===== src/hdl/zport_addr_pkg.sv =====
/* Z80 port address map for the I/O block
   low-byte port numbers, decoded port select and #nnAF register index */

package zport_addr_pkg;

	// low address bytes of the ports kept in this block
	localparam logic [7:0] PORT_FE  = 8'hFE; // border, keyboard, tape
	localparam logic [7:0] PORT_XT  = 8'hAF; // extension registers, index in a15..a8
	localparam logic [7:0] PORT_FD  = 8'hFD; // 7FFD paging
	localparam logic [7:0] PORT_F7  = 8'hF7; // EFF7
	localparam logic [7:0] PORT_COM = 8'hEF; // F8EF..FFEF serial ports

	// decoded low byte, PSEL_NONE means nothing here answers
	typedef enum logic [2:0] {
		PSEL_NONE,
		PSEL_FE,
		PSEL_XT,
		PSEL_FD,
		PSEL_F7,
		PSEL_COM
	} port_sel_e;

	// high byte of an #nnAF access
	typedef enum logic [7:0] {
		VCONF    = 8'h00,
		VPAGE    = 8'h01,
		XOFFSL   = 8'h02,
		XOFFSH   = 8'h03,
		YOFFSL   = 8'h04,
		YOFFSH   = 8'h05,
		TSCONF   = 8'h06,
		PALSEL   = 8'h07,
		XBORDER  = 8'h0F,
		RAMPAGE0 = 8'h10, // #10..#13 are one group
		RAMPAGE1 = 8'h11,
		RAMPAGE2 = 8'h12,
		RAMPAGE3 = 8'h13,
		SYSCONF  = 8'h20,
		MEMCONF  = 8'h21,
		HSINT    = 8'h22,
		VSINTL   = 8'h23,
		VSINTH   = 8'h24,
		IM2VECT  = 8'h25
	} xt_reg_e;

endpackage


===== src/hdl/zport_cfg_pkg.sv =====
/* configuration types for the I/O block
   register widths, page types, reset values and COM wait phases */

package zport_cfg_pkg;

	localparam int PAGE_W = 8; // ram / video page number
	localparam int OFFS_W = 9; // scroll offsets and line positions
	localparam int OVR_W  = 4; // one flag per 16K window

	typedef logic [PAGE_W-1:0] page_t;
	typedef logic [OFFS_W-1:0] offs_t;
	typedef logic [OVR_W-1:0]  ovr_t;

	//////////////////////////////////////////////////
	// reset values

	localparam page_t       VPAGE_RST  = 8'h05; // pentagon screen 5
	localparam page_t       HINT_RST   = 8'd2;
	localparam page_t       IM2_RST    = 8'hFF;
	localparam logic [3:0]  PALSEL_RST = 4'hF;

	// window 0 first: #00, #05, #02, #00
	localparam logic [3:0][PAGE_W-1:0] RAMPAGE_RST = {
		8'h00,
		8'h02,
		8'h05,
		8'h00
	};

	//////////////////////////////////////////////////
	// COM wait handshake

	typedef enum logic [1:0] {
		W_IDLE,    // no request, z80 runs
		W_REQ,     // req up, waiting for ack
		W_RELEASE  // req down, waiting for ack to drop
	} wait_state_e;

endpackage


===== src/hdl/zbus_if.sv =====
/* decoded z80 I/O cycle
   one-cycle strobes plus port select, address and data */

`timescale 1ns/10ps

interface zbus_if import zport_addr_pkg::*; ();

	logic       wr;   // write strobe, one zclk
	logic       rd;   // read strobe, one zclk
	port_sel_e  sel;  // decoded low address byte
	logic [15:0] addr; // full address, high byte carries indexes
	logic [7:0] data; // z80 data bus

	// decoder side
	modport dec
	(
		output wr,
		output rd,
		output sel,
		output addr,
		output data
	);

	// register blocks
	modport sink
	(
		input wr,
		input rd,
		input sel,
		input addr,
		input data
	);

endinterface


===== src/hdl/com_wait_port.sv =====
/* COM wait port #xxEF
   latches the access, runs a four-phase req/ack and holds the z80 in wait */

`timescale 1ns/10ps

module com_wait_port
	import zport_addr_pkg::*;
	import zport_cfg_pkg::*;
(
	input  logic       zclk,
	input  logic       rst_n,
	zbus_if.sink       bus,
	input  logic       wait_ack,
	input  logic [7:0] wait_read,
	output logic       wait_req,
	output logic       wait_rnw,
	output logic       wait_n,
	output logic [2:0] comport_addr,
	output logic [7:0] wait_write,
	output logic [7:0] com_data
);

	wait_state_e state;
	logic com_hit;

	assign com_hit = (bus.wr | bus.rd) && (bus.sel == PSEL_COM);

	always_ff @(posedge zclk)
	begin
		if (!rst_n)
			state <= W_IDLE;
		else
		begin
			case (state)
				W_IDLE:    if (com_hit) state <= W_REQ; // strobes elsewhere are ignored
				W_REQ:     if (wait_ack) state <= W_RELEASE;
				W_RELEASE: if (!wait_ack) state <= W_IDLE;
				default:   state <= W_IDLE;
			endcase
		end
	end

	// access payload
	always_ff @(posedge zclk)
	begin
		if ((state == W_IDLE) && com_hit)
		begin
			comport_addr <= bus.addr[10:8]; // F8EF..FFEF
			wait_rnw     <= bus.rd;
			if (bus.wr)
				wait_write <= bus.data;
		end
		if ((state == W_REQ) && wait_ack)
			com_data <= wait_read; // valid while ack is up
	end

	assign wait_req = (state == W_REQ);
	assign wait_n   = (state == W_IDLE);

endmodule


===== src/hdl/mem_pager.sv =====
/* pentagon 7FFD and EFF7 paging
   1M page, rom select, 7FFD lock and video page */

`timescale 1ns/10ps

module mem_pager
	import zport_addr_pkg::*;
	import zport_cfg_pkg::*;
#(
	parameter int NUM_RAMPAGE = 4
)
(
	input  logic       zclk,
	input  logic       rst_n,
	zbus_if.sink       bus,
	output logic       p7ffd_wr,
	output page_t      vpage,
	output logic [7:0] p7ffd,
	output logic [7:0] peff7,
	output logic [5:0] pent1m_page,
	output logic       pent1m_rom,
	output logic       pent1m_1m_on,
	output logic       pent1m_ram0_0
);

	// the top page register is the one 7FFD shares
	localparam bit C000_PAGED = (NUM_RAMPAGE > 3);

	logic fd_wr;
	logic eff7_wr;
	logic lock; // 7FFD frozen until reset
	logic block1m;
	logic [7:0] eff7_q;

	assign fd_wr   = bus.wr && (bus.sel == PSEL_FD) && !bus.addr[15] && !lock;
	assign eff7_wr = bus.wr && (bus.sel == PSEL_F7) && bus.addr[8] && !bus.addr[12];
	assign p7ffd_wr = fd_wr & C000_PAGED;

	always_ff @(posedge zclk)
	begin
		if (!rst_n)
		begin
			p7ffd       <= '0;
			pent1m_rom  <= 1'b0;
			pent1m_page <= '0;
			vpage       <= VPAGE_RST;
			lock        <= 1'b0;
			eff7_q      <= '0;
		end
		else
		begin
			if (fd_wr)
			begin
				p7ffd       <= bus.data;
				pent1m_rom  <= bus.data[4];
				pent1m_page <= block1m ? {3'b000, bus.data[2:0]}
					: {bus.data[5], bus.data[7:6], bus.data[2:0]};
				vpage       <= {6'b000001, bus.data[3], 1'b1}; // screen 5 or 7
				lock        <= bus.data[5] & block1m; // 128K lock bit
			end
			else if (bus.wr && (bus.sel == PSEL_XT) && (bus.addr[15:8] == VPAGE))
				vpage <= bus.data;
			if (eff7_wr)
				eff7_q <= bus.data;
		end
	end

	//////////////////////////////////////////////////
	// EFF7 decode

	assign block1m = eff7_q[2];
	assign peff7 = block1m ? {eff7_q[7], 1'b0, eff7_q[5:4], 3'b000, eff7_q[0]} : eff7_q;

	assign pent1m_1m_on  = ~eff7_q[2];
	assign pent1m_ram0_0 = eff7_q[3];

endmodule


===== src/hdl/xt_regfile.sv =====
/* #nnAF extension register file
   video, scroll, interrupt and ram page registers, border and page overrides */

`timescale 1ns/10ps

module xt_regfile
	import zport_addr_pkg::*;
	import zport_cfg_pkg::*;
#(
	parameter int NUM_RAMPAGE = 4
)
(
	input  logic        zclk,
	input  logic        rst_n,
	zbus_if.sink        bus,
	input  logic        p7ffd_wr,
	output page_t       vconf,
	output page_t       tsconf,
	output page_t       sysconf,
	output page_t       memconf,
	output page_t       hint_beg,
	output page_t       im2vect,
	output offs_t       x_offs,
	output offs_t       y_offs,
	output offs_t       vint_beg,
	output logic [3:0]  palsel,
	output logic [7:0]  border,
	output page_t [NUM_RAMPAGE-1:0] xt_rampage,
	output ovr_t        xt_override
);

	logic xt_wr;
	logic fe_wr;
	xt_reg_e xt_idx;
	logic [1:0] rp_idx; // a9..a8 inside the #10 group
	logic rp_ok;
	logic [NUM_RAMPAGE-1:0] ovr;

	assign xt_wr  = bus.wr && (bus.sel == PSEL_XT);
	assign fe_wr  = bus.wr && (bus.sel == PSEL_FE);
	assign xt_idx = xt_reg_e'(bus.addr[15:8]);
	assign rp_idx = bus.addr[9:8];
	assign rp_ok  = (int'(rp_idx) < NUM_RAMPAGE); // only existing page registers

	assign xt_override = ovr_t'(ovr);

	//////////////////////////////////////////////////
	// register writes

	always_ff @(posedge zclk)
	begin
		if (!rst_n)
		begin
			vconf    <= '0;
			x_offs   <= '0;
			y_offs   <= '0;
			tsconf   <= '0;
			palsel   <= PALSEL_RST;
			sysconf  <= '0;
			memconf  <= '0;
			hint_beg <= HINT_RST;
			vint_beg <= '0;
			im2vect  <= IM2_RST;
			ovr      <= '0;
			for (int i = 0; i < NUM_RAMPAGE; i++)
				xt_rampage[i] <= RAMPAGE_RST[i];
		end
		else
		begin
			if (xt_wr)
			begin
				case (xt_idx)
					VCONF:   vconf <= bus.data;
					XOFFSL:  x_offs[7:0] <= bus.data;
					XOFFSH:  x_offs[8] <= bus.data[0]; // 9th bit only
					YOFFSL:  y_offs[7:0] <= bus.data;
					YOFFSH:  y_offs[8] <= bus.data[0];
					TSCONF:  tsconf <= bus.data;
					PALSEL:  palsel <= bus.data[3:0];
					SYSCONF: sysconf <= bus.data;
					MEMCONF: memconf <= bus.data;
					HSINT:   hint_beg <= bus.data;
					VSINTL:  vint_beg[7:0] <= bus.data;
					VSINTH:  vint_beg[8] <= bus.data[0];
					IM2VECT: im2vect <= bus.data;
					RAMPAGE0, RAMPAGE1, RAMPAGE2, RAMPAGE3:
					begin
						if (rp_ok)
						begin
							xt_rampage[rp_idx] <= bus.data;
							ovr[rp_idx] <= 1'b1; // window follows the xt page now
						end
					end
					default: ;
				endcase
			end
			if (p7ffd_wr)
				ovr[NUM_RAMPAGE-1] <= 1'b0; // #C000 window back to 7FFD
		end
	end

	// border, FE gives the 8 pentagon colours
	always_ff @(posedge zclk)
	begin
		if (fe_wr)
			border <= {5'b11110, bus.data[2:0]};
		else if (xt_wr && (xt_idx == XBORDER))
			border <= bus.data;
	end

endmodule


===== src/hdl/zbus_decode.sv =====
/* z80 I/O cycle decoder
   edge strobes for read and write, port select and port hit */

`timescale 1ns/10ps

module zbus_decode
	import zport_addr_pkg::*;
(
	input  logic        zclk,
	input  logic        rst_n,
	input  logic [15:0] a,
	input  logic [7:0]  din,
	input  logic        iorq_n,
	input  logic        rd_n,
	input  logic        wr_n,
	zbus_if.dec         bus,
	output logic        porthit,
	output logic        dataout
);

	logic iowr; // z80 side, asynchronous
	logic iord;
	logic iowr_q; // level at the previous edge
	logic iord_q;
	port_sel_e sel;

	assign iowr = ~(iorq_n | wr_n);
	assign iord = ~(iorq_n | rd_n);

	//////////////////////////////////////////////////
	// strobes

	always_ff @(posedge zclk)
	begin
		if (!rst_n)
		begin
			iowr_q <= 1'b0;
			iord_q <= 1'b0;
			bus.wr <= 1'b0;
			bus.rd <= 1'b0;
		end
		else
		begin
			iowr_q <= iowr;
			iord_q <= iord;
			bus.wr <= iowr & ~iowr_q; // first edge of the cycle only
			bus.rd <= iord & ~iord_q;
		end
	end

	//////////////////////////////////////////////////
	// port select

	always_comb
	begin
		case (a[7:0])
			PORT_FE:  sel = PSEL_FE;
			PORT_XT:  sel = PSEL_XT;
			PORT_FD:  sel = PSEL_FD;
			PORT_F7:  sel = PSEL_F7;
			PORT_COM: sel = PSEL_COM;
			default:  sel = PSEL_NONE;
		endcase
	end

	assign bus.sel  = sel;
	assign bus.addr = a;
	assign bus.data = din;

	// hit goes to the zx bus iorq split
	assign porthit = (sel != PSEL_NONE);
	assign dataout = porthit & iord; // we drive the data bus

endmodule


===== src/hdl/zports_top.sv =====
/* ZX-Spectrum I/O port block, top level
   decoder, extension registers, paging, COM wait port and read-back mux */

`timescale 1ns/10ps

module zports_top
	import zport_addr_pkg::*;
	import zport_cfg_pkg::*;
#(
	parameter int NUM_RAMPAGE = 4
)
(
	input  logic        zclk,
	input  logic        rst_n,
	// z80 bus
	input  logic [15:0] a,
	input  logic [7:0]  din,
	output logic [7:0]  dout,
	input  logic        iorq_n,
	input  logic        rd_n,
	input  logic        wr_n,
	output logic        porthit,
	output logic        dataout,
	input  logic [4:0]  keys_in,
	input  logic        tape_read,
	// extension registers
	output page_t       vconf,
	output page_t       tsconf,
	output page_t       sysconf,
	output page_t       memconf,
	output page_t       hint_beg,
	output page_t       im2vect,
	output offs_t       x_offs,
	output offs_t       y_offs,
	output offs_t       vint_beg,
	output logic [3:0]  palsel,
	output logic [7:0]  border,
	output page_t [NUM_RAMPAGE-1:0] xt_rampage,
	output ovr_t        xt_override,
	// paging
	output page_t       vpage,
	output logic [7:0]  p7ffd,
	output logic [7:0]  peff7,
	output logic [5:0]  pent1m_page,
	output logic        pent1m_rom,
	output logic        pent1m_1m_on,
	output logic        pent1m_ram0_0,
	// serial engine
	input  logic        wait_ack,
	input  logic [7:0]  wait_read,
	output logic        wait_req,
	output logic        wait_rnw,
	output logic        wait_n,
	output logic [2:0]  comport_addr,
	output logic [7:0]  wait_write
);

	logic p7ffd_wr;
	logic [7:0] com_data;

	zbus_if bus ();

	zbus_decode u_decode (.zclk, .rst_n, .a, .din, .iorq_n, .rd_n, .wr_n,
		.bus(bus.dec), .porthit, .dataout);

	xt_regfile #(.NUM_RAMPAGE(NUM_RAMPAGE)) u_xt (.zclk, .rst_n, .bus(bus.sink),
		.p7ffd_wr, .vconf, .tsconf, .sysconf, .memconf, .hint_beg, .im2vect,
		.x_offs, .y_offs, .vint_beg, .palsel, .border, .xt_rampage, .xt_override);

	mem_pager #(.NUM_RAMPAGE(NUM_RAMPAGE)) u_pager (.zclk, .rst_n, .bus(bus.sink),
		.p7ffd_wr, .vpage, .p7ffd, .peff7, .pent1m_page, .pent1m_rom,
		.pent1m_1m_on, .pent1m_ram0_0);

	com_wait_port u_com (.zclk, .rst_n, .bus(bus.sink), .wait_ack, .wait_read,
		.wait_req, .wait_rnw, .wait_n, .comport_addr, .wait_write, .com_data);

	//////////////////////////////////////////////////
	// read-back

	always_comb
	begin
		case (bus.sel)
			PSEL_FE:  dout = {1'b1, tape_read, 1'b0, keys_in};
			PSEL_COM: dout = com_data; // last word from the serial engine
			default:  dout = 8'hFF;
		endcase
	end

endmodule


===== config.mk =====
export PLATFORM = sky130hd
export DESIGN_NAME = zports_top
export DESIGN_NICKNAME = d
export VERILOG_FILES = /design/src/hdl/zport_addr_pkg.sv /design/src/hdl/zport_cfg_pkg.sv /design/src/hdl/zbus_if.sv /design/src/hdl/com_wait_port.sv /design/src/hdl/mem_pager.sv /design/src/hdl/xt_regfile.sv /design/src/hdl/zbus_decode.sv /design/src/hdl/zports_top.sv
export SDC_FILE = /design/constraint.sdc
export NUM_CORES = 1
export LEC_CHECK = 0
export BUFFER_PORTS_ARGS = -buffer_cell sky130_fd_sc_hd__buf_4
export CORE_MARGIN = 8
export CORE_UTILIZATION = 40
export CTS_BUF_LIST = sky130_fd_sc_hd__clkbuf_2
export CTS_CLUSTER_SIZE = 25
export DETAILED_ROUTE_END_ITERATION = 10
export PLACE_DENSITY = 0.74
export SETUP_SLACK_MARGIN = 0.2
export SYNTH_ARGS = -nofsm -noshare
export SYNTH_HDL_FRONTEND = slang
export SYNTH_SLANG_ARGS = --single-unit

===== constraint.sdc =====
create_clock -name zclk -period 2.5 [get_ports zclk]
set_input_delay 0 -clock zclk [delete_from_list [all_inputs] [get_ports zclk]]
set_output_delay 0 -clock zclk [all_outputs]
set_load 0.01 [all_outputs]

==> impl_metrics.env <==
export IMPL_status="finished, final reports clean"
export IMPL_remaining_drc_errors=0
export IMPL_yosysSeqAreaShare_pct=52.3
export IMPL_die_h_um=150
export IMPL_clock_path_buffers=2
export IMPL_ys_types=47
export IMPL_synth_fa_ha_area_share_pct=0
export IMPL_timing_max_transition_violations_final=0
export IMPL_power_static_leakage_nw=3.75
export IMPL_yosys_area_share_xor_xnor_pct=0.243
export IMPL_drive_above_1_share_pct=27.4
export IMPL_postSynthRegisterBits=177
export IMPL_cts_htree_levels=4
export IMPL_clk_root_buffer_cell="sky130_fd_sc_hd__clkbuf_2"
export IMPL_cts_num_sinks=177
export IMPL_dominantRegCellSynth="sky130_fd_sc_hd__dfxtp_1"
export IMPL_timing_hold_violations_final=0
export IMPL_initial_antenna_violation_count=3
export IMPL_die_x_um=150
export IMPL_final_setup_skew_ns=0.0435
export IMPL_layout_area_overhead_vs_synth_pct=37.3
export IMPL_holdCritPathClass="in -> reg"
export IMPL_multi_input_comb_area_sq_mm=0.00300
export IMPL_synth_yosys_warnings=0
export IMPL_critical_path_class="in -> reg"
export IMPL_number_of_input_and_output_port_buffers_inserted=222
export IMPL_detail_route_vias_per_cell=5.67
export IMPL_yosysTopAreaCell="sky130_fd_sc_hd__dfxtp_1"
export IMPL_drt_first_pass_iters=6
export IMPL_postSynth_asyncResetShare_pct=0
export IMPL_peakVddDrop_mv=0.249
export IMPL_cp_max_fo=32
export IMPL_final_period_minus_worst_setup_slack_ns=2.29
export IMPL_worst_ep_required_time_ns=3.22
export IMPL_gr_total_overflow=0
export IMPL_worst_hold_path_num_cells=6
export IMPL_final_cycle_share_pct=91.4
export IMPL_setup_repair_after_global_routing_missed_its_margin="no"
export IMPL_startpoint_type="primary input"
export IMPL_grt_start_max_net_pins=60
export IMPL_die_area_sq_mm=0.0226
export IMPL_cp_data_arrival_time_ns=3.00
export IMPL_number_of_filler_instances_in_the_final_layout=1576
export IMPL_timing_final_setup_violations=0
export IMPL_synthTopCellsByArea="sky130_fd_sc_hd__dfxtp_1, sky130_fd_sc_hd__edfxtp_1, sky130_fd_sc_hd__a21oi_1, sky130_fd_sc_hd__o21ai_0, sky130_fd_sc_hd__nand3_1"
export IMPL_detailedPlacementHpwl_um=16100
export IMPL_number_of_cell_instances_on_the_worst_register_to_register_path=6
export IMPL_floorplan_core_area_sq_mm=0.0178
export IMPL_clock_fmax_mhz=437
export IMPL_muxShareOfSynthArea_pct=2.36
export IMPL_fin_tns_setup_ns=0
export IMPL_floorplan_initialDensity_pct=40.5
export IMPL_cts_tree="built"
export IMPL_total_vias_in_the_final_route=7302
export IMPL_routabilityCongestion=0.800
export IMPL_first_global_vias=6999
export IMPL_finalInstanceArea_sq_mm=0.00991
export IMPL_routedWlPerCell_um=20.1
export IMPL_clkSlewWorstSetupHoldPaths_ns=0.26
export IMPL_max_cap_viols=0
export IMPL_netlist_area_sq_mm=0.00722
export IMPL_drtIter0Drc=747
export IMPL_drt_total_wl_um=25900
export IMPL_cts_buffers_inserted=17
export IMPL_synth_compound_area_share_pct=17.6
export IMPL_slew_headroom_pct=46.7
export IMPL_area_fraction_in_and_or_nand_and_nor_cells_after_synthesis_pct=21.1
export IMPL_synthesized_instance_count=808
export IMPL_area_occupied_by_registers_sq_mm=0.00377
export IMPL_groute_usage_overall_pct=22.4
export IMPL_postRouteAntennaNets=0
export IMPL_synth_edff_count=23
export IMPL_portion_of_synthesized_cell_area_occupied_by_the_leading_cell_type_pct=42.7
export IMPL_synthesis_area_per_instance_sq_um=8.93
export IMPL_worst_slew_pin_transition_ns=0.797
export IMPL_power_per_cell_area_mw_per_mm2=502
export IMPL_dominant_combinational_cell_family_by_area_after_synthesis="simple AND/OR/NAND/NOR gates"
export IMPL_row_count=49
export IMPL_grt_pass1_wl_um=39600
export IMPL_dpl_cell_area_sq_mm=0.00893
export IMPL_worstSetupEndpointType="flip-flop"
export IMPL_final_nets=1086
export IMPL_synth_nets=852
export IMPL_worst_skew_pair_late_latency_ns=0.76
export IMPL_io_pins=224
cell families after synthesis:
family / after synthesis
compound gates: 246
xor+xnor: 2
buf+inv: 100
flops: 177
mux: 17
other cells: 1
simple gates: 265
path summary, 6_finish.rpt:
| kind | start | end | slack, ns |
|---|---|---|---|
| worst max register to register | u_decode.bus.wr | u_xt.xt_rampage[10] | 0.38 |
| worst min-delay path | a[11] | u_xt.xt_rampage[12] | 0.07 |
| worst max-delay path | a[15] | u_xt.hint_beg[1] | 0.21 |
| worst min register to register | u_decode.iowr_q | u_decode.bus.wr | 0.43 |
layout make-up:
type	count	area share [%]
clock buffer	18	0.909
sequential	177	38.1
multi-input combinational	531	30.3
clock inverter	14	2.02
tap	229	2.89
inverter	4	0.177
timing repair buffer	311	25.5
antenna	3	0.0757
cell usage after synthesis, types with 3 or more instances:
| cell type | n |
|---|---|
| sky130_fd_sc_hd__a21oi_1 | 115 |
| sky130_fd_sc_hd__a31oi_1 | 3 |
| sky130_fd_sc_hd__and3_1 | 4 |
| sky130_fd_sc_hd__and3b_1 | 3 |
| sky130_fd_sc_hd__and4_1 | 7 |
| sky130_fd_sc_hd__buf_1 | 4 |
| sky130_fd_sc_hd__buf_2 | 27 |
| sky130_fd_sc_hd__buf_4 | 10 |
| sky130_fd_sc_hd__clkbuf_1 | 54 |
| sky130_fd_sc_hd__dfxtp_1 | 154 |
| sky130_fd_sc_hd__edfxtp_1 | 23 |
| sky130_fd_sc_hd__inv_1 | 4 |
| sky130_fd_sc_hd__mux2i_1 | 17 |
| sky130_fd_sc_hd__nand2_1 | 25 |
| sky130_fd_sc_hd__nand2b_1 | 3 |
| sky130_fd_sc_hd__nand3_1 | 97 |
| sky130_fd_sc_hd__nand3b_1 | 7 |
| sky130_fd_sc_hd__nand4_1 | 42 |
| sky130_fd_sc_hd__nor2_1 | 35 |
| sky130_fd_sc_hd__nor2b_1 | 8 |
| sky130_fd_sc_hd__nor3_1 | 6 |
| sky130_fd_sc_hd__nor4_1 | 5 |
| sky130_fd_sc_hd__o21ai_0 | 109 |
| sky130_fd_sc_hd__o21ai_1 | 9 |
| sky130_fd_sc_hd__o22a_1 | 6 |
| sky130_fd_sc_hd__or4_1 | 3 |
sequential cells by signal, summed over array words and instances, names as in the netlist, 9 cells and up:
name,count
u_xt.x_offs,9
u_xt.xt_rampage,32
u_xt.y_offs,9
u_xt.vint_beg,9
where the power goes:
part	internal, W	switching, W	leakage (nW)
Sequential	0.00289	0.00000331	1.45
Combinational	0.000140	0.000213	2.13
Clock	0.000681	0.00105	0.169
stage by stage:
stage,total power (W),hold slack [ns],utilization (%),cells,setup slack [ns]
floorplan,0.00308,0.0495,-,808,0.792
global placement,0.00322,0.176,50.0,1184,0.455
detailed placement,0.00322,0.179,50.0,1184,0.431
CTS,0.00500,0.00301,55.4,1282,0.225
global route,0.00515,0.00399,55.6,1287,0.229
finish,0.00498,0.0697,55.6,1287,0.214
per-layer routing:
layer | track usage (%) | up-vias | part of all wire [%]
li1 | - | 3384 | -
met1 | 29.4 | 3506 | 42
met2 | 34.6 | 361 | 46
met3 | 5.74 | 51 | 9.3
met4 | 8.80 | 0 | 2.5
met5 | 0 | - | 0
cells in the final DEF (no fill, tap or decap), types with 9 or more instances in the layout:
| cell | synthesis | layout |
|---|---|---|
| sky130_fd_sc_hd__a21oi_1 | 115 | 115 |
| sky130_fd_sc_hd__buf_4 | 10 | 241 |
| sky130_fd_sc_hd__clkbuf_2 | 0 | 18 |
| sky130_fd_sc_hd__dfxtp_1 | 154 | 153 |
| sky130_fd_sc_hd__dlygate4sd3_1 | 0 | 67 |
| sky130_fd_sc_hd__edfxtp_1 | 23 | 23 |
| sky130_fd_sc_hd__mux2i_1 | 17 | 17 |
| sky130_fd_sc_hd__nand2_1 | 25 | 25 |
| sky130_fd_sc_hd__nand3_1 | 97 | 97 |
| sky130_fd_sc_hd__nand4_1 | 42 | 42 |
| sky130_fd_sc_hd__nor2_1 | 35 | 35 |
| sky130_fd_sc_hd__o21ai_0 | 109 | 109 |
| sky130_fd_sc_hd__o21ai_1 | 9 | 9 |
repair_timing:
action | 4_1_cts | 5_1_grt
buffers inserted | 0 | 1
endpoints found under the setup margin | 0 | 25
resized for setup | 0 | 4
hold endpoints to repair | 189 | 1
hold buffers | 66 | 1
worst max-delay path, cell delays in order:
cell and delay, ns:
sky130_fd_sc_hd__dlygate4sd3_1 0.56, sky130_fd_sc_hd__buf_4 0.16, sky130_fd_sc_hd__or3_1 0.45, sky130_fd_sc_hd__nor3b_4 0.20, sky130_fd_sc_hd__dlygate4sd3_1 0.58, sky130_fd_sc_hd__buf_6 0.29
sky130_fd_sc_hd__nand3_1 0.10, sky130_fd_sc_hd__dlygate4sd3_1 0.57, sky130_fd_sc_hd__nand3_1 0.08
(Power assumes the default switching activity.)
